--- src/common/vstu_pkg.sv ---
// Vector store unit package
// Sizes, instruction request, address burst and W beat types shared by
// the queue, the operand buffer and the W packer

`default_nettype none

package vstu_pkg;

  //////////////////////////////////////////////////////////////////////
  // Sizes
  //////////////////////////////////////////////////////////////////////

  // Lanes feeding the store unit
  localparam int unsigned NrLanes      = 2;
  // Bytes per lane operand
  localparam int unsigned ElenBytes    = 8;
  // Bytes in one VRF word, all lanes together
  localparam int unsigned VrfWordBytes = NrLanes * ElenBytes;
  // W data bytes per beat, always the full bus
  localparam int unsigned AxiDataBytes = 8;
  // Instruction queue entries
  localparam int unsigned QueueDepth   = 4;
  // Instruction IDs in flight across the machine
  localparam int unsigned NrVInsn      = 8;

  //////////////////////////////////////////////////////////////////////
  // Types
  //////////////////////////////////////////////////////////////////////

  typedef logic [8*ElenBytes-1:0] elen_t;
  typedef logic [$clog2(NrVInsn)-1:0] insn_id_t;
  typedef logic [15:0] vlen_t;

  // Target functional unit of a sequencer request
  typedef enum logic [1:0] {
    VfuStoreUnit = 2'd0,
    VfuLoadUnit  = 2'd1,
    VfuOther     = 2'd2
  } vfu_e;

  // Store request from the sequencer
  // vl counts elements, element bytes are 1 << vsew
  typedef struct packed {
    insn_id_t   id;
    vfu_e       vfu;
    vlen_t      vl;
    logic [1:0] vsew;
  } store_req_t;

  // Burst from the address generator, len is beats minus one
  typedef struct packed {
    logic [31:0] addr;
    logic [7:0]  len;
  } addr_req_t;

  typedef logic [8*AxiDataBytes-1:0] axi_w_data_t;
  typedef logic [AxiDataBytes-1:0]   axi_w_strb_t;

endpackage

`default_nettype wire

--- src/hw/vstu/lane_operand_buffer.sv ---
// Lane operand buffer
// One fall-through slot per lane between the lanes and the W packer.
// All slots are released together when the packer acknowledges a word

`timescale 1ns/1ps
`default_nettype none

module lane_operand_buffer (
  input  wire logic                                        clk_i,
  input  wire logic                                        rst_ni,
  // Lane side
  input  wire vstu_pkg::elen_t [vstu_pkg::NrLanes-1:0]     operand_i,
  input  wire logic            [vstu_pkg::NrLanes-1:0]     operand_valid_i,
  output      logic            [vstu_pkg::NrLanes-1:0]     operand_ready_o,
  // Packer side
  output      vstu_pkg::elen_t [vstu_pkg::NrLanes-1:0]     operand_o,
  output      logic            [vstu_pkg::NrLanes-1:0]     operand_valid_o,
  input  wire logic                                        word_ack_i
);

  for (genvar lane = 0; lane < vstu_pkg::NrLanes; lane++) begin : gen_slot
    logic            full_q;
    vstu_pkg::elen_t data_q;

    // Empty slot takes a new operand
    assign operand_ready_o[lane] = ~full_q;

    // Held operand first, else pass the lane straight through
    assign operand_o[lane]       = full_q ? data_q : operand_i[lane];
    assign operand_valid_o[lane] = full_q | operand_valid_i[lane];

    always_ff @(posedge clk_i or negedge rst_ni) begin
      if (!rst_ni) begin
        full_q <= 1'b0;
      end else if (full_q) begin
        // Slot frees once the word is used up
        if (word_ack_i) begin
          full_q <= 1'b0;
        end
      end else if (operand_valid_i[lane] && !word_ack_i) begin
        full_q <= 1'b1;
      end
    end

    // Payload only, qualified by full_q
    always_ff @(posedge clk_i) begin
      if (!full_q && operand_valid_i[lane] && !word_ack_i) begin
        data_q <= operand_i[lane];
      end
    end
  end : gen_slot

endmodule

`default_nettype wire

--- src/hw/vstu/vinsn_queue.sv ---
// Store instruction queue
// Circular store with accept, issue and commit pointers, the running-ID
// filter, commit on B responses and the registered done vector

`timescale 1ns/1ps
`default_nettype none

module vinsn_queue (
  input  wire logic                              clk_i,
  input  wire logic                              rst_ni,
  // Sequencer
  input  wire vstu_pkg::store_req_t              pe_req_i,
  input  wire logic                              pe_req_valid_i,
  output      logic                              pe_req_ready_o,
  input  wire logic [vstu_pkg::NrVInsn-1:0]      pe_vinsn_running_i,
  output      logic [vstu_pkg::NrVInsn-1:0]      pe_vinsn_done_o,
  // Packer
  output      logic                              issue_valid_o,
  output      vstu_pkg::store_req_t              issue_req_o,
  input  wire logic                              issue_done_i,
  // B channel
  input  wire logic                              axi_b_valid_i,
  output      logic                              axi_b_ready_o,
  // Status
  output      logic                              store_pending_o,
  output      logic                              store_complete_o
);

  localparam int unsigned PntW = $clog2(vstu_pkg::QueueDepth);

  // Queued requests, no reset on the payload
  vstu_pkg::store_req_t queue_q [vstu_pkg::QueueDepth];

  logic [PntW-1:0] accept_pnt_q, issue_pnt_q, commit_pnt_q;
  // Entries still to issue, entries still to commit
  logic [PntW:0]   issue_cnt_q, commit_cnt_q;

  logic [vstu_pkg::NrVInsn-1:0] running_q, running_d;
  logic [vstu_pkg::NrVInsn-1:0] done_d;

  logic accept;
  logic commit;

  //////////////////////////////////////////////////////////////////////
  // Accept
  //////////////////////////////////////////////////////////////////////

  assign pe_req_ready_o = (commit_cnt_q != (PntW+1)'(vstu_pkg::QueueDepth));

  // Store requests only, and never an ID that is still running
  assign accept = pe_req_valid_i && pe_req_ready_o &&
                  (pe_req_i.vfu == vstu_pkg::VfuStoreUnit) &&
                  !running_q[pe_req_i.id];

  always_comb begin
    // Sequencer clears IDs as they retire machine-wide
    running_d = running_q & pe_vinsn_running_i;
    if (accept) begin
      running_d[pe_req_i.id] = 1'b1;
    end
  end

  //////////////////////////////////////////////////////////////////////
  // Issue and commit
  //////////////////////////////////////////////////////////////////////

  assign issue_valid_o = (issue_cnt_q != '0);
  assign issue_req_o   = queue_q[issue_pnt_q];

  // B is always taken
  assign axi_b_ready_o = axi_b_valid_i;

  // Oldest entry may retire only once all its beats left.
  // A stray B is acked and dropped
  assign commit           = axi_b_valid_i && (commit_cnt_q != issue_cnt_q);
  assign store_complete_o = commit;
  assign store_pending_o  = (commit_cnt_q != '0);

  always_comb begin
    done_d = '0;
    if (commit) begin
      done_d[queue_q[commit_pnt_q].id] = 1'b1;
    end
  end

  always_ff @(posedge clk_i or negedge rst_ni) begin
    if (!rst_ni) begin
      accept_pnt_q    <= '0;
      issue_pnt_q     <= '0;
      commit_pnt_q    <= '0;
      issue_cnt_q     <= '0;
      commit_cnt_q    <= '0;
      running_q       <= '0;
      pe_vinsn_done_o <= '0;
    end else begin
      // Depth is a power of two, pointers wrap on their own
      if (accept) begin
        accept_pnt_q <= accept_pnt_q + 1'b1;
      end
      if (issue_done_i) begin
        issue_pnt_q <= issue_pnt_q + 1'b1;
      end
      if (commit) begin
        commit_pnt_q <= commit_pnt_q + 1'b1;
      end
      issue_cnt_q     <= issue_cnt_q + accept - issue_done_i;
      commit_cnt_q    <= commit_cnt_q + accept - commit;
      running_q       <= running_d;
      pe_vinsn_done_o <= done_d;
    end
  end

  always_ff @(posedge clk_i) begin
    if (accept) begin
      queue_q[accept_pnt_q] <= pe_req_i;
    end
  end

endmodule

`default_nettype wire

--- src/hw/vstu/w_beat_packer.sv ---
// W beat packer
// Builds byte-exact W beats from lane operands under address generator
// bursts, one instruction at a time, and marks burst and issue ends

`timescale 1ns/1ps
`default_nettype none

module w_beat_packer (
  input  wire logic                                        clk_i,
  input  wire logic                                        rst_ni,
  // Queue
  input  wire logic                                        issue_valid_i,
  input  wire vstu_pkg::store_req_t                        issue_req_i,
  output      logic                                        issue_done_o,
  // Operand buffer
  input  wire vstu_pkg::elen_t [vstu_pkg::NrLanes-1:0]     operand_i,
  input  wire logic            [vstu_pkg::NrLanes-1:0]     operand_valid_i,
  output      logic                                        word_ack_o,
  // Address generator
  input  wire vstu_pkg::addr_req_t                         addrgen_req_i,
  input  wire logic                                        addrgen_req_valid_i,
  output      logic                                        addrgen_req_ready_o,
  // W channel
  output      vstu_pkg::axi_w_data_t                       axi_w_data_o,
  output      vstu_pkg::axi_w_strb_t                       axi_w_strb_o,
  output      logic                                        axi_w_last_o,
  output      logic                                        axi_w_valid_o,
  input  wire logic                                        axi_w_ready_i
);

  localparam int unsigned PntW  = $clog2(vstu_pkg::VrfWordBytes);
  localparam int unsigned OffW  = $clog2(vstu_pkg::ElenBytes);
  localparam int unsigned BeatW = $clog2(vstu_pkg::AxiDataBytes);

  // Instruction loaded into the byte counter
  logic            started_q, started_d;
  // Bytes of the instruction not yet sent
  vstu_pkg::vlen_t bytes_left_q, bytes_left_d;
  // Next byte to read in the current VRF word
  logic [PntW-1:0] vrf_pnt_q, vrf_pnt_d;
  // Beats sent so far in this burst
  logic [7:0]      beat_cnt_q, beat_cnt_d;

  vstu_pkg::vlen_t  load_bytes, cur_bytes, bytes_rem;
  logic [BeatW-1:0] lower_byte;
  logic [PntW:0]    axi_bytes, vrf_bytes, valid_bytes, vrf_pnt_next;
  logic             fire;
  logic             last_beat;

  //////////////////////////////////////////////////////////////////////
  // Byte accounting
  //////////////////////////////////////////////////////////////////////

  assign load_bytes = vstu_pkg::vlen_t'(issue_req_i.vl << issue_req_i.vsew);
  // Fresh instruction uses its full count this very cycle
  assign cur_bytes  = started_q ? bytes_left_q : load_bytes;

  // First beat of a burst starts at the address offset
  assign lower_byte = (beat_cnt_q == '0) ? addrgen_req_i.addr[BeatW-1:0] : '0;

  always_comb begin
    axi_bytes = (PntW+1)'(vstu_pkg::AxiDataBytes) - (PntW+1)'(lower_byte);
    vrf_bytes = (PntW+1)'(vstu_pkg::VrfWordBytes) - (PntW+1)'(vrf_pnt_q);
    // Smallest of beat, word and instruction room
    valid_bytes = (axi_bytes < vrf_bytes) ? axi_bytes : vrf_bytes;
    if (vstu_pkg::vlen_t'(valid_bytes) > cur_bytes) begin
      valid_bytes = (PntW+1)'(cur_bytes);
    end
  end

  assign bytes_rem    = cur_bytes - vstu_pkg::vlen_t'(valid_bytes);
  assign vrf_pnt_next = (PntW+1)'(vrf_pnt_q) + valid_bytes;

  // Valid waits on ready, so a stalled bus freezes everything
  assign fire = issue_valid_i && addrgen_req_valid_i && axi_w_ready_i &&
                (&operand_valid_i);

  assign last_beat           = (beat_cnt_q == addrgen_req_i.len);
  assign axi_w_valid_o       = fire;
  assign axi_w_last_o        = fire && last_beat;
  assign addrgen_req_ready_o = fire && last_beat;
  assign issue_done_o        = fire && (bytes_rem == '0);
  // Lanes move on at word end or instruction end
  assign word_ack_o          = fire && ((vrf_pnt_next == (PntW+1)'(vstu_pkg::VrfWordBytes)) ||
                                        (bytes_rem == '0));

  //////////////////////////////////////////////////////////////////////
  // Beat assembly
  //////////////////////////////////////////////////////////////////////

  always_comb begin
    logic [PntW:0] rel;
    logic [PntW:0] vrf_byte;
    axi_w_data_o = '0;
    axi_w_strb_o = '0;
    for (int b = 0; b < vstu_pkg::AxiDataBytes; b++) begin
      rel      = (PntW+1)'(b) - (PntW+1)'(lower_byte);
      vrf_byte = (PntW+1)'(vrf_pnt_q) + rel;
      if (fire && (b >= int'(lower_byte)) && (rel < valid_bytes)) begin
        // Lane from the word half, offset inside the lane
        axi_w_data_o[8*b +: 8] = operand_i[vrf_byte[OffW]][8*vrf_byte[OffW-1:0] +: 8];
        axi_w_strb_o[b]        = 1'b1;
      end
    end
  end

  //////////////////////////////////////////////////////////////////////
  // State
  //////////////////////////////////////////////////////////////////////

  always_comb begin
    started_d    = started_q;
    bytes_left_d = bytes_left_q;
    vrf_pnt_d    = vrf_pnt_q;
    beat_cnt_d   = beat_cnt_q;
    if (issue_valid_i && !started_q) begin
      started_d    = 1'b1;
      bytes_left_d = load_bytes;
    end
    if (fire) begin
      bytes_left_d = bytes_rem;
      vrf_pnt_d    = word_ack_o ? '0 : vrf_pnt_next[PntW-1:0];
      beat_cnt_d   = last_beat ? '0 : beat_cnt_q + 8'd1;
      // Next instruction reloads the counter
      if (bytes_rem == '0) begin
        started_d = 1'b0;
      end
    end
  end

  always_ff @(posedge clk_i or negedge rst_ni) begin
    if (!rst_ni) begin
      started_q    <= 1'b0;
      bytes_left_q <= '0;
      vrf_pnt_q    <= '0;
      beat_cnt_q   <= '0;
    end else begin
      started_q    <= started_d;
      bytes_left_q <= bytes_left_d;
      vrf_pnt_q    <= vrf_pnt_d;
      beat_cnt_q   <= beat_cnt_d;
    end
  end

endmodule

`default_nettype wire

--- src/hw/vstu/vstu.sv ---
// Vector store unit top level
// Queues store instructions, buffers lane operands and drives AXI W
// beats, then retires each store on its B response

`timescale 1ns/1ps
`default_nettype none

module vstu (
  input  wire logic                                        clk_i,
  input  wire logic                                        rst_ni,
  // Sequencer
  input  wire vstu_pkg::store_req_t                        pe_req_i,
  input  wire logic                                        pe_req_valid_i,
  output      logic                                        pe_req_ready_o,
  input  wire logic            [vstu_pkg::NrVInsn-1:0]     pe_vinsn_running_i,
  output      logic            [vstu_pkg::NrVInsn-1:0]     pe_vinsn_done_o,
  // Address generator
  input  wire vstu_pkg::addr_req_t                         addrgen_req_i,
  input  wire logic                                        addrgen_req_valid_i,
  output      logic                                        addrgen_req_ready_o,
  // Lanes
  input  wire vstu_pkg::elen_t [vstu_pkg::NrLanes-1:0]     stu_operand_i,
  input  wire logic            [vstu_pkg::NrLanes-1:0]     stu_operand_valid_i,
  output      logic            [vstu_pkg::NrLanes-1:0]     stu_operand_ready_o,
  // AXI W
  output      vstu_pkg::axi_w_data_t                       axi_w_data_o,
  output      vstu_pkg::axi_w_strb_t                       axi_w_strb_o,
  output      logic                                        axi_w_last_o,
  output      logic                                        axi_w_valid_o,
  input  wire logic                                        axi_w_ready_i,
  // AXI B
  input  wire logic                                        axi_b_valid_i,
  output      logic                                        axi_b_ready_o,
  // Status
  output      logic                                        store_pending_o,
  output      logic                                        store_complete_o
);

  // Buffered operands toward the packer
  vstu_pkg::elen_t [vstu_pkg::NrLanes-1:0] operand;
  logic            [vstu_pkg::NrLanes-1:0] operand_valid;
  logic                                    word_ack;

  // Queue head toward the packer
  logic                 issue_valid;
  vstu_pkg::store_req_t issue_req;
  logic                 issue_done;

  lane_operand_buffer i_lane_operand_buffer (
    .clk_i           (clk_i),
    .rst_ni          (rst_ni),
    .operand_i       (stu_operand_i),
    .operand_valid_i (stu_operand_valid_i),
    .operand_ready_o (stu_operand_ready_o),
    .operand_o       (operand),
    .operand_valid_o (operand_valid),
    .word_ack_i      (word_ack)
  );

  vinsn_queue i_vinsn_queue (
    .clk_i              (clk_i),
    .rst_ni             (rst_ni),
    .pe_req_i           (pe_req_i),
    .pe_req_valid_i     (pe_req_valid_i),
    .pe_req_ready_o     (pe_req_ready_o),
    .pe_vinsn_running_i (pe_vinsn_running_i),
    .pe_vinsn_done_o    (pe_vinsn_done_o),
    .issue_valid_o      (issue_valid),
    .issue_req_o        (issue_req),
    .issue_done_i       (issue_done),
    .axi_b_valid_i      (axi_b_valid_i),
    .axi_b_ready_o      (axi_b_ready_o),
    .store_pending_o    (store_pending_o),
    .store_complete_o   (store_complete_o)
  );

  w_beat_packer i_w_beat_packer (
    .clk_i               (clk_i),
    .rst_ni              (rst_ni),
    .issue_valid_i       (issue_valid),
    .issue_req_i         (issue_req),
    .issue_done_o        (issue_done),
    .operand_i           (operand),
    .operand_valid_i     (operand_valid),
    .word_ack_o          (word_ack),
    .addrgen_req_i       (addrgen_req_i),
    .addrgen_req_valid_i (addrgen_req_valid_i),
    .addrgen_req_ready_o (addrgen_req_ready_o),
    .axi_w_data_o        (axi_w_data_o),
    .axi_w_strb_o        (axi_w_strb_o),
    .axi_w_last_o        (axi_w_last_o),
    .axi_w_valid_o       (axi_w_valid_o),
    .axi_w_ready_i       (axi_w_ready_i)
  );

endmodule

`default_nettype wire

--- config.mk ---
export PLATFORM = sky130hd
export DESIGN_NAME = vstu
export DESIGN_NICKNAME = d
export VERILOG_FILES = /design/src/common/vstu_pkg.sv /design/src/hw/vstu/lane_operand_buffer.sv /design/src/hw/vstu/vinsn_queue.sv /design/src/hw/vstu/w_beat_packer.sv /design/src/hw/vstu/vstu.sv
export SDC_FILE = /design/constraint.sdc
export NUM_CORES = 1
export LEC_CHECK = 0
export BUFFER_PORTS_ARGS = -buffer_cell sky130_fd_sc_hd__buf_2
export CAP_MARGIN = 10
export CORE_ASPECT_RATIO = 0.6
export CORE_MARGIN = 4
export CORE_UTILIZATION = 25
export DETAILED_ROUTE_END_ITERATION = 8
export GPL_TIMING_DRIVEN = 0
export MAX_ROUTING_LAYER = met4
export PLACE_DENSITY = 0.43
export SYNTH_ARGS = -nofsm -noshare
export SYNTH_HDL_FRONTEND = slang
export SYNTH_HIERARCHICAL = 1
export SYNTH_SLANG_ARGS = --single-unit
--- constraint.sdc ---
create_clock -name clk_i -period 27.3 [get_ports clk_i]
set_clock_uncertainty 0.15 [all_clocks]
set_input_delay 2.73 -clock clk_i [delete_from_list [all_inputs] [get_ports clk_i]]
set_output_delay 2.73 -clock clk_i [all_outputs]
set_load 0.05 [all_outputs]
# == After elaboration in Yosys (flattened, before gate mapping) ==
# Memories as Yosys holds them, arrays and structs flattened.
# Cells that the tools add are included.
# word_totals
ff_bits,187
ramBits,92
inputBits,207
elab_cells,199
mem_count,1
# mem_list
name,words,word_bits,rd,rd_ports_with_merged_regs,write_ports,line,text
i_vinsn_queue.queue_q,4,23,2,0,1,vinsn_queue.sv:32,vstu_pkg::store_req_t queue_q [vstu_pkg::QueueDepth];
# op_classes
addsub,28
order_cmp,29
n_eq_ne,4
shifts,9
n_mux,60
n_bitwise,6
n_reduce_logical,47
# ops
operator,count
64-bit two-way mux,18
64-bit by 7-bit variable part select with 8-bit output,8
8-bit two-way mux,11
16-bit two-way mux,3
5-bit < comparator,9
1-bit logical AND,34
4-bit adder,8
1-bit two-way mux,21
5-bit by 16-bit > comparator with 1-bit output,1
16-bit logical NOT,1
1-bit by 2-bit < comparator with 1-bit output (second input constant),8
16-bit by 2-bit left shift with 16-bit output,1
16-bit by 5-bit subtractor with 16-bit output,1
3-bit by 3-bit subtractor with 4-bit output (first input constant),4
5-bit two-way mux,2
3-bit >= comparator (first input constant),3
8-bit by 1-bit adder with 8-bit output (second input constant),1
8-bit bitwise AND,1
8-bit == test,1
8-bit logical NOT,1
3-bit by 4-bit < comparator with 1-bit output (second input constant),2
8-bit OR,1
1-bit by 3-bit subtractor with 4-bit output (first input constant),2
2-bit by 3-bit subtractor with 4-bit output (first input constant),2
other kinds (24),39

# == Depth between registers and ports, before layout ==
# Gate-level depths: netlist of run 1.
# logic_depth
word_depth,15
ltp_mapped,41
depth_no_buf,36

# == Hierarchy ==
# Netlist of run 1, hierarchy kept.
# by_module_without_submodules
mod,instances,cells_each,area_per_inst_um2,seq_area_each_um2
w_beat_packer,1,1061,12589.6,725.7
lane_operand_buffer,1,282,5640.4,3893.7
vinsn_queue,1,236,4713.3,3463.3

# == Worst setup path before layout of run 1 ==
# No wires, ideal clock.
# synth_path
kind,input port to flip-flop
start,input port addrgen_req_i[8] in the netlist's numbering
end,"register i_lane_operand_buffer.gen_slot[0].data_q[0], enable pin"
arrival_time_ns,13.562
path_slack_ns,13.010
cell_stages,35
n_path_buf,6
cell_sequence,inv_1 -> or4b_1 -> buf_4 -> ha_1 -> inv_1 -> ha_1 -> ha_1 -> o21ai_0 -> a21oi_1 -> o32ai_1 -> mux2_8 -> inv_2 -> ha_1 -> and3_1 -> o21ai_0 -> o21ai_0 -> o2111a_1 -> and2_1 -> clkbuf_1 -> buf_2 -> a21oi_1 -> inv_1 -> ha_1 -> a21oi_1 -> a21oi_1 -> a2bb2oi_1 -> o211a_1 -> buf_2 -> and2_1 -> buf_2 -> xor2_1 -> and4_1 -> buf_6 -> o21bai_1 -> nor3b_1
# synth_via
elab_chain_len,12
word_cells_on_any_way,14
classes_between,add/sub (3); order compare (2); eq/ne (1); mux (3); reduce/logical (5)
# synth_rtl
element,line,text
from (decl),vstu.sv:18,"input wire vstu_pkg::addr_req_t addrgen_req_i,"
3-bit two-way mux *,w_beat_packer.sv:59,assign lower_byte = (beat_cnt_q == '0) ? addrgen_req_i.addr[BeatW-1:0] : '0;
4-bit by 3-bit subtractor with 5-bit output *,w_beat_packer.sv:62,axi_bytes = (PntW+1)'(vstu_pkg::AxiDataBytes) - (PntW+1)'(lower_byte);
5-bit < comparator,w_beat_packer.sv:65,valid_bytes = (axi_bytes < vrf_bytes) ? axi_bytes : vrf_bytes;
5-bit two-way mux *,w_beat_packer.sv:65,
5-bit by 16-bit > comparator with 1-bit output,w_beat_packer.sv:66,if (vstu_pkg::vlen_t'(valid_bytes) > cur_bytes) begin
5-bit two-way mux *,w_beat_packer.sv:66,
16-bit by 5-bit subtractor with 16-bit output / 4-bit by 5-bit adder with 5-bit output (equally long branches),"w_beat_packer.sv:71, w_beat_packer.sv:72",
16-bit logical NOT / 5-bit == test (equally long branches),"w_beat_packer.sv:85, w_beat_packer.sv:84",
1-bit logical OR *,w_beat_packer.sv:84,assign word_ack_o = fire && ((vrf_pnt_next == (PntW+1)'(vstu_pkg::VrfWordBytes)) ||
1-bit logical AND *,w_beat_packer.sv:84,
net word_ack,vstu.sv:42,logic word_ack;
1-bit logical NOT *,lane_operand_buffer.sv:47,if (!full_q && operand_valid_i[lane] && !word_ack_i) begin
1-bit logical AND *,lane_operand_buffer.sv:47,
to (signal assigned),lane_operand_buffer.sv:48,data_q <= operand_i[lane];
to (decl),lane_operand_buffer.sv:23,vstu_pkg::elen_t data_q;
# The timed path passes the listed nets; every way through them passes the cells marked *.
# A chain may end at the register's enable or synchronous reset.

# == Worst setup path in the final report of run 1 ==
# layout_path
start,input port addrgen_req_i[8] in the netlist's numbering
end,output port axi_w_data_o[31]
# layout_via
elab_chain_len,9
word_cells_on_any_way,16
classes_between,add/sub (3); order compare (4); shift (1); mux (6); reduce/logical (2)
# layout_rtl
element,line,text
3-bit two-way mux *,w_beat_packer.sv:59,
4-bit by 3-bit subtractor with 5-bit output,w_beat_packer.sv:62,
5-bit < comparator,w_beat_packer.sv:65,
5-bit two-way mux,w_beat_packer.sv:65,
5-bit by 16-bit > comparator with 1-bit output,w_beat_packer.sv:66,
5-bit two-way mux,w_beat_packer.sv:66,
5-bit < comparator,w_beat_packer.sv:99,if (fire && (b >= int'(lower_byte)) && (rel < valid_bytes)) begin
1-bit logical AND,w_beat_packer.sv:99,
8-bit two-way mux *,w_beat_packer.sv:99,
to (decl),vstu.sv:26,"output vstu_pkg::axi_w_data_t axi_w_data_o,"
# Every way passes the cells marked *; elsewhere a longest branch is shown, timed or not. The select of a mux whose other input is x is not followed.

==> metrics, run 1 <==
pins over their slew limit 0; GRT Total Usage 21.40%; antenna-violating nets left 0; Core Box Area about 0.090 mm2; hold path cells 1; Final Setup Violations 0; Max stage delay on crit path ~0.95 ns; Starting Density about a quarter; post-DP HPWL 82.36 mm; share of cells above drive strength 1 approximately 46%; unrepaired setup endpoints after global routing no; Cell Rows 85; Post-Route WL between 100 and 150 mm; # placed instances roughly 3000; slowest stage cell, crit path o211ai_1; first-pass GRT wire length roughly 140 mm; outcome finished, final reports clean; Arrival @ worst endpoint ~10 ns; HP Class flip-flop to flip-flop; Nets 2170; DIE WIDTH about 400 um; area grow syn2layout 19.17%; Via Count 17570; Fin Setup TNS 0 ns; crit path kind input port to output port; most frequent CP cell ha_1; final hold vios 0; CP startpoint kind input port; synthesized area 0.02259 mm2; Die H roughly 240 um; maximum clock rate roughly 0.076 GHz; number of setup buffers added after CTS 0; worst skew pair latency ~0.63 ns; IO buf count about 270; Worst Max-Slew Pin Slew 1.310 ns; Layout Cells excl Fill roughly 3100; Hold-fix buffers, CTS 0; full die area around 0.095 mm2; mean post-synth cell area about 14 um2; Root Driver clkbuf_16; gpl congestion 0.9891; vias in the first global route roughly 17000; clock sink count 271; Synthesis Warnings 6; post_cts resized 0; Post-route DRC 0; initial antenna violation count 22; Top Ports 296; fin crit share approximately half; TritonCTS Buffers 31; drt pass-1 iters 5; crit end category output port; CTS tree yes; largest fanout on the critical path 10; Worst slew margin about an eighth; initial DRC count between 2000 and 2500; R2R depth 44; Critical Path RT ~24 ns; gr ovfl total 0; post-DR wirelength/cell 32.50 um; cell count after synthesis approximately 1600; largest net degree at the start of global routing 60; CTS Buffer Depth 3; Max-cap violations 0; vias per cell 5.586; CTS H-Tree Depth 1; CTS clk-pin slew, worst paths approximately 0.060 ns; Mapped Nets between 1500 and 2000; fin crit period ~13 ns
registers in the layout (all words and copies together) (netlist names), 3 cells and up:
name                                   cells
i_w_beat_packer/vrf_pnt_q                  4
i_vinsn_queue/issue_cnt_q                  3
i_w_beat_packer/beat_cnt_q                 8
i_vinsn_queue/commit_cnt_q                 3
i_vinsn_queue/queue_q                     84
i_lane_operand_buffer/gen_slot.data_q    128
i_vinsn_queue/running_q                    8
i_vinsn_queue/pe_vinsn_done_o              8
i_w_beat_packer/bytes_left_q              16
routing by layer:
metal / up-vias / part of all wire (%) / GRT usage (%)
met5: - / 0 / -
met4: 0 / 1.6 / 3.335
met3: 73 / 14 / 10.43
met2: 980 / 37 / 24.95
met1: 9422 / 47 / 32.45
li1: 7094 / - / -
stage by stage:
stage	util (%)	area (um2)	setup WS, ns	hold WS, ns
2_1_floorplan	-	22590	13.01	0.3124
3_3_place_gp	28.38	25450	7.947	0.3256
3_5_place_dp	28.77	25790	14.12	0.3363
4_1_cts	29.97	26870	14.10	0.3503
5_1_grt	30.03	26920	13.52	0.3728
6_report	30.03	26920	14.10	0.3451
path summary, 6_finish.rpt:
path,start,endpoint,slack (ns)
setup reg to reg,i_w_beat_packer/beat_cnt_q[0],i_lane_operand_buffer/gen_slot[1].data_q[14],16.05
hold reg to reg,i_vinsn_queue/running_q[3],i_vinsn_queue/running_q[3],0.35
setup / recovery,addrgen_req_i[8],axi_w_data_o[31],14.10
hold / removal,i_vinsn_queue/running_q[3],i_vinsn_queue/running_q[3],0.35
min in group asynchronous,rst_ni,i_vinsn_queue/pe_vinsn_done_o[4],2.03
max in group asynchronous,rst_ni,i_w_beat_packer/bytes_left_q[5],24.31
worst max-delay path, delay by kind of cell:
| kind | cells | cell delay (ns) |
|---|---|---|
| buffers and inverters | 9 | 1.66 |
| AOI/OAI and AO/OA | 9 | 2.50 |
| muxes | 1 | 0.48 |
| and+or+nand+nor | 6 | 1.60 |
| adders and majority gates | 5 | 1.37 |
cell type report:
type	count	area [um2]
fillers	8980	62730
multi-input cells	1129	14020
flip-flops and latches	271	7843
repair buffers	292	1677
well taps	1218	1524
clock buffers	43	903.4
plain buffers	114	550.5
inverters	52	195.2
clock inverters	15	178.9
diodes	11	27.53
cell usage in the layout (no fill, tap or decap), types with 9 or more instances in the layout:
master     count
nand3_1       14
diode_2       11
clkbuf_16     33
a21oi_1       53
nor2_1        50
and2_1        40
buf_2        291
buf_4         11
and3_1        14
nand2b_1      12
edfxtp_1     212
a21o_1        10
o21ai_0       38
xor2_1        26
nor2b_1       29
buf_6         24
dfrtp_1       59
xnor2_1       40
nand2_1       79
mux2i_1       38
mux2_4        32
clkbuf_1      73
inv_1         48
fa_1           9
mux2_2       105
ha_1          63
mux4_2       333
Power of run 1 is not shown: default switching activity piles up to over one toggle a cycle in this logic, so the estimate is an artifact.
==> run 2, diff against run 1 <==
--- a/config.mk
+++ b/config.mk
@@ -13,7 +13,7 @@
 export DETAILED_ROUTE_END_ITERATION = 8
 export GPL_TIMING_DRIVEN = 0
 export MAX_ROUTING_LAYER = met4
-export PLACE_DENSITY = 0.43
+export PLACE_DENSITY = 0.44
 export SYNTH_ARGS = -nofsm -noshare
 export SYNTH_HDL_FRONTEND = slang
 export SYNTH_HIERARCHICAL = 1
==> constraint.sdc (replaced) <==
create_clock -name clk_i -period 11.1 [get_ports clk_i]
set_clock_uncertainty 0.15 [all_clocks]
set_input_delay 1.11 -clock clk_i [delete_from_list [all_inputs] [get_ports clk_i]]
set_output_delay 1.11 -clock clk_i [all_outputs]
set_load 0.05 [all_outputs]
==> metrics, run 2 (synthesis results as in run 1) <==
Post-Place Cell Area 0.02568 mm2 (-0.44%); Max Used Layer met4; Arrival @ worst endpoint 10.53 ns (+0.21 ns); worst skew pair latency 0.64 ns (about the same); Post-Route WL 102.8 mm (+0.54%); Worst slew margin 14.34% (+1.6 points); drt pass-1 iters 5 (unchanged); Worst Max-Slew Pin Slew 1.285 ns (-0.02473 ns); maximum clock rate a little under 0.1 GHz; area grow syn2layout 19.21% (about the same); IO buf count 266 (unchanged); initial DRC count 2365 (+16%); gr ovfl total 0 (unchanged); CP startpoint kind flip-flop; unrepaired setup endpoints after global routing no; vias per cell 5.673 (+1.5%); fill count 9003 (+0.26%); Post-route DRC 0 (unchanged); most common cell after layout, fill and taps aside mux4_2; TritonCTS Buffers 31 (unchanged); Core Box Area 0.08965 mm2 (unchanged); routed wl met3 14.61 mm (-0.18%); Hold-fix buffers, CTS 0 (unchanged); Cell Rows 85 (unchanged); fin crit share between 90% and 100%; Top Ports 296 (unchanged); DIE WIDTH 396.1 um (unchanged); WL met2 38.38 mm (+2.7%); Util after Layout 30.04% (about the same); crit end category flip-flop; outcome finished, final reports clean; most frequent CP cell ha_1; pins over their slew limit 0 (unchanged); CTS tree yes; initial antenna violation count 17 (-23%); gpl congestion 1.013 (+2.4%); vias in the first global route 16830 (+0.77%); Nets 2172 (+0.092%); Die H 240.8 um (unchanged); CTS clk-pin slew, worst paths 0.06 ns (about the same); largest net degree at the start of global routing 60 (unchanged); register area 0.007843 mm2 (unchanged); biggest registers after layout i_lane_operand_buffer/gen_slot.data_q: 128 flops, i_vinsn_queue/queue_q: 84 flops, i_w_beat_packer/bytes_left_q: 16 flops; first-pass GRT wire length 139.8 mm (+0.11%); Final Setup Violations 0 (unchanged); most flop-heavy register i_lane_operand_buffer/gen_slot.data_q; GRT Total Usage 21.53% (+0.13 points); setup slack after layout 0.7665 ns (-13.33 ns); area of the multi-input gates 0.01404 mm2 (+0.14%); slowest stage cell, crit path nor3b_4; final hold vios 0 (unchanged); Starting Density 25.20% (unchanged); Critical Path RT 11.30 ns (-13.12 ns); full die area 0.09539 mm2 (unchanged); post-DR wirelength/cell 32.67 um (+0.54%); largest fanout on the critical path 12 (+2); Via Count 17840 (+1.5%); crit path kind flip-flop to flip-flop; share of cells above drive strength 1 46.17% (+0.45 points); clock sink count 271 (unchanged); Max stage delay on crit path 0.54 ns (-0.41 ns); Met1 Wirelength 48.52 mm (about the same); CTS H-Tree Depth 1 (unchanged); Max-cap violations 0 (unchanged); Largest register FFs 128 (unchanged); post-DP HPWL 82.35 mm (about the same); most frequent cells in the layout mux4_2 (333), buf_2 (291), edfxtp_1 (212), mux2_2 (105), nand2_1 (77); antenna-violating nets left 0 (unchanged); fin crit period just over 10 ns; cell area after layout 0.02693 mm2 (about the same); Root Driver clkbuf_16; HP Class flip-flop to flip-flop; worst hold margin 0.3443 ns (-0.0008390 ns); CTS Buffer Depth 3 (unchanged); dpl ws 0.1859 ns (-13.93 ns)
run 2: changes by cell type in the layout (fill, tap and decap cells not counted), moves of 2 or more:
cell	delta
buf_4	+3
clkbuf_1	-5
clkbuf_16	-2
clkinv_2	+3
inv_6	+3
nand2_1	-2
nand2_2	+2
nor3b_2	-2
nor3b_4	+2
run 2: layout make-up:
| type | count | share of cell area, % |
|---|---|---|
| Clock inverter | 21 | 0.8874 |
| Inverter | 52 | 0.7387 |
| Multi-Input combinational cell | 1129 | 52.15 |
| Timing Repair Buffer | 294 | 6.207 |
| Tap cell | 1218 | 5.659 |
| Sequential cell | 271 | 29.12 |
| Buffer | 114 | 2.044 |
| Clock buffer | 36 | 3.099 |
| Antenna cell | 10 | 0.09292 |
run 2: final timing paths:
kind                                                from                                           end  slack (ns)  cells past startpoint
max                        i_w_beat_packer/beat_cnt_q[0]  i_lane_operand_buffer/gen_slot[1].data_q[23]        0.77                     41
min                           i_vinsn_queue/running_q[4]                    i_vinsn_queue/running_q[4]        0.34                      1
max reg2reg                i_w_beat_packer/beat_cnt_q[0]  i_lane_operand_buffer/gen_slot[1].data_q[23]        0.77                     41
min reg2reg                   i_vinsn_queue/running_q[4]                    i_vinsn_queue/running_q[4]        0.34                      1
max in group asynchronous                         rst_ni                  i_vinsn_queue/issue_pnt_q[1]        9.78                      1
min in group asynchronous                         rst_ni              i_vinsn_queue/pe_vinsn_done_o[6]        0.42                      1
run 2: worst max-delay path, delay by kind of cell, from the launching register on:
family,cells,cell delay (ns)
AND/OR/NAND/NOR,10,2.82
buffers and inverters,13,2.52
XOR/XNOR,1,0.09
flip-flops,1,0.46
adder cells (fa/ha/maj),6,1.78
AO/OA/AOI/OAI,11,2.19
run 2: repair_timing:
action / CTS / global route
gates resized for setup: 0 / 7
setup buffers: 0 / 2
setup endpoints to repair: 0 / 148
endpoints found under the hold margin: 0 / 0
run 2: per-stage QoR:
step	cells	setup TNS, ns
finish	3145	0
CTS	3125	0
detailed placement	3068	0
global placement	3050	-875.44
global route	3144	0
floorplan	1566	-200.92
run 2: per-layer routing:
layer,vias up,track usage [%]
met1,9463,32.82
met2,1186,26.02
met4,0,2.409
li1,7104,-
met3,88,9.652
met5,-,-
Power of run 2 is left out for the same reason.
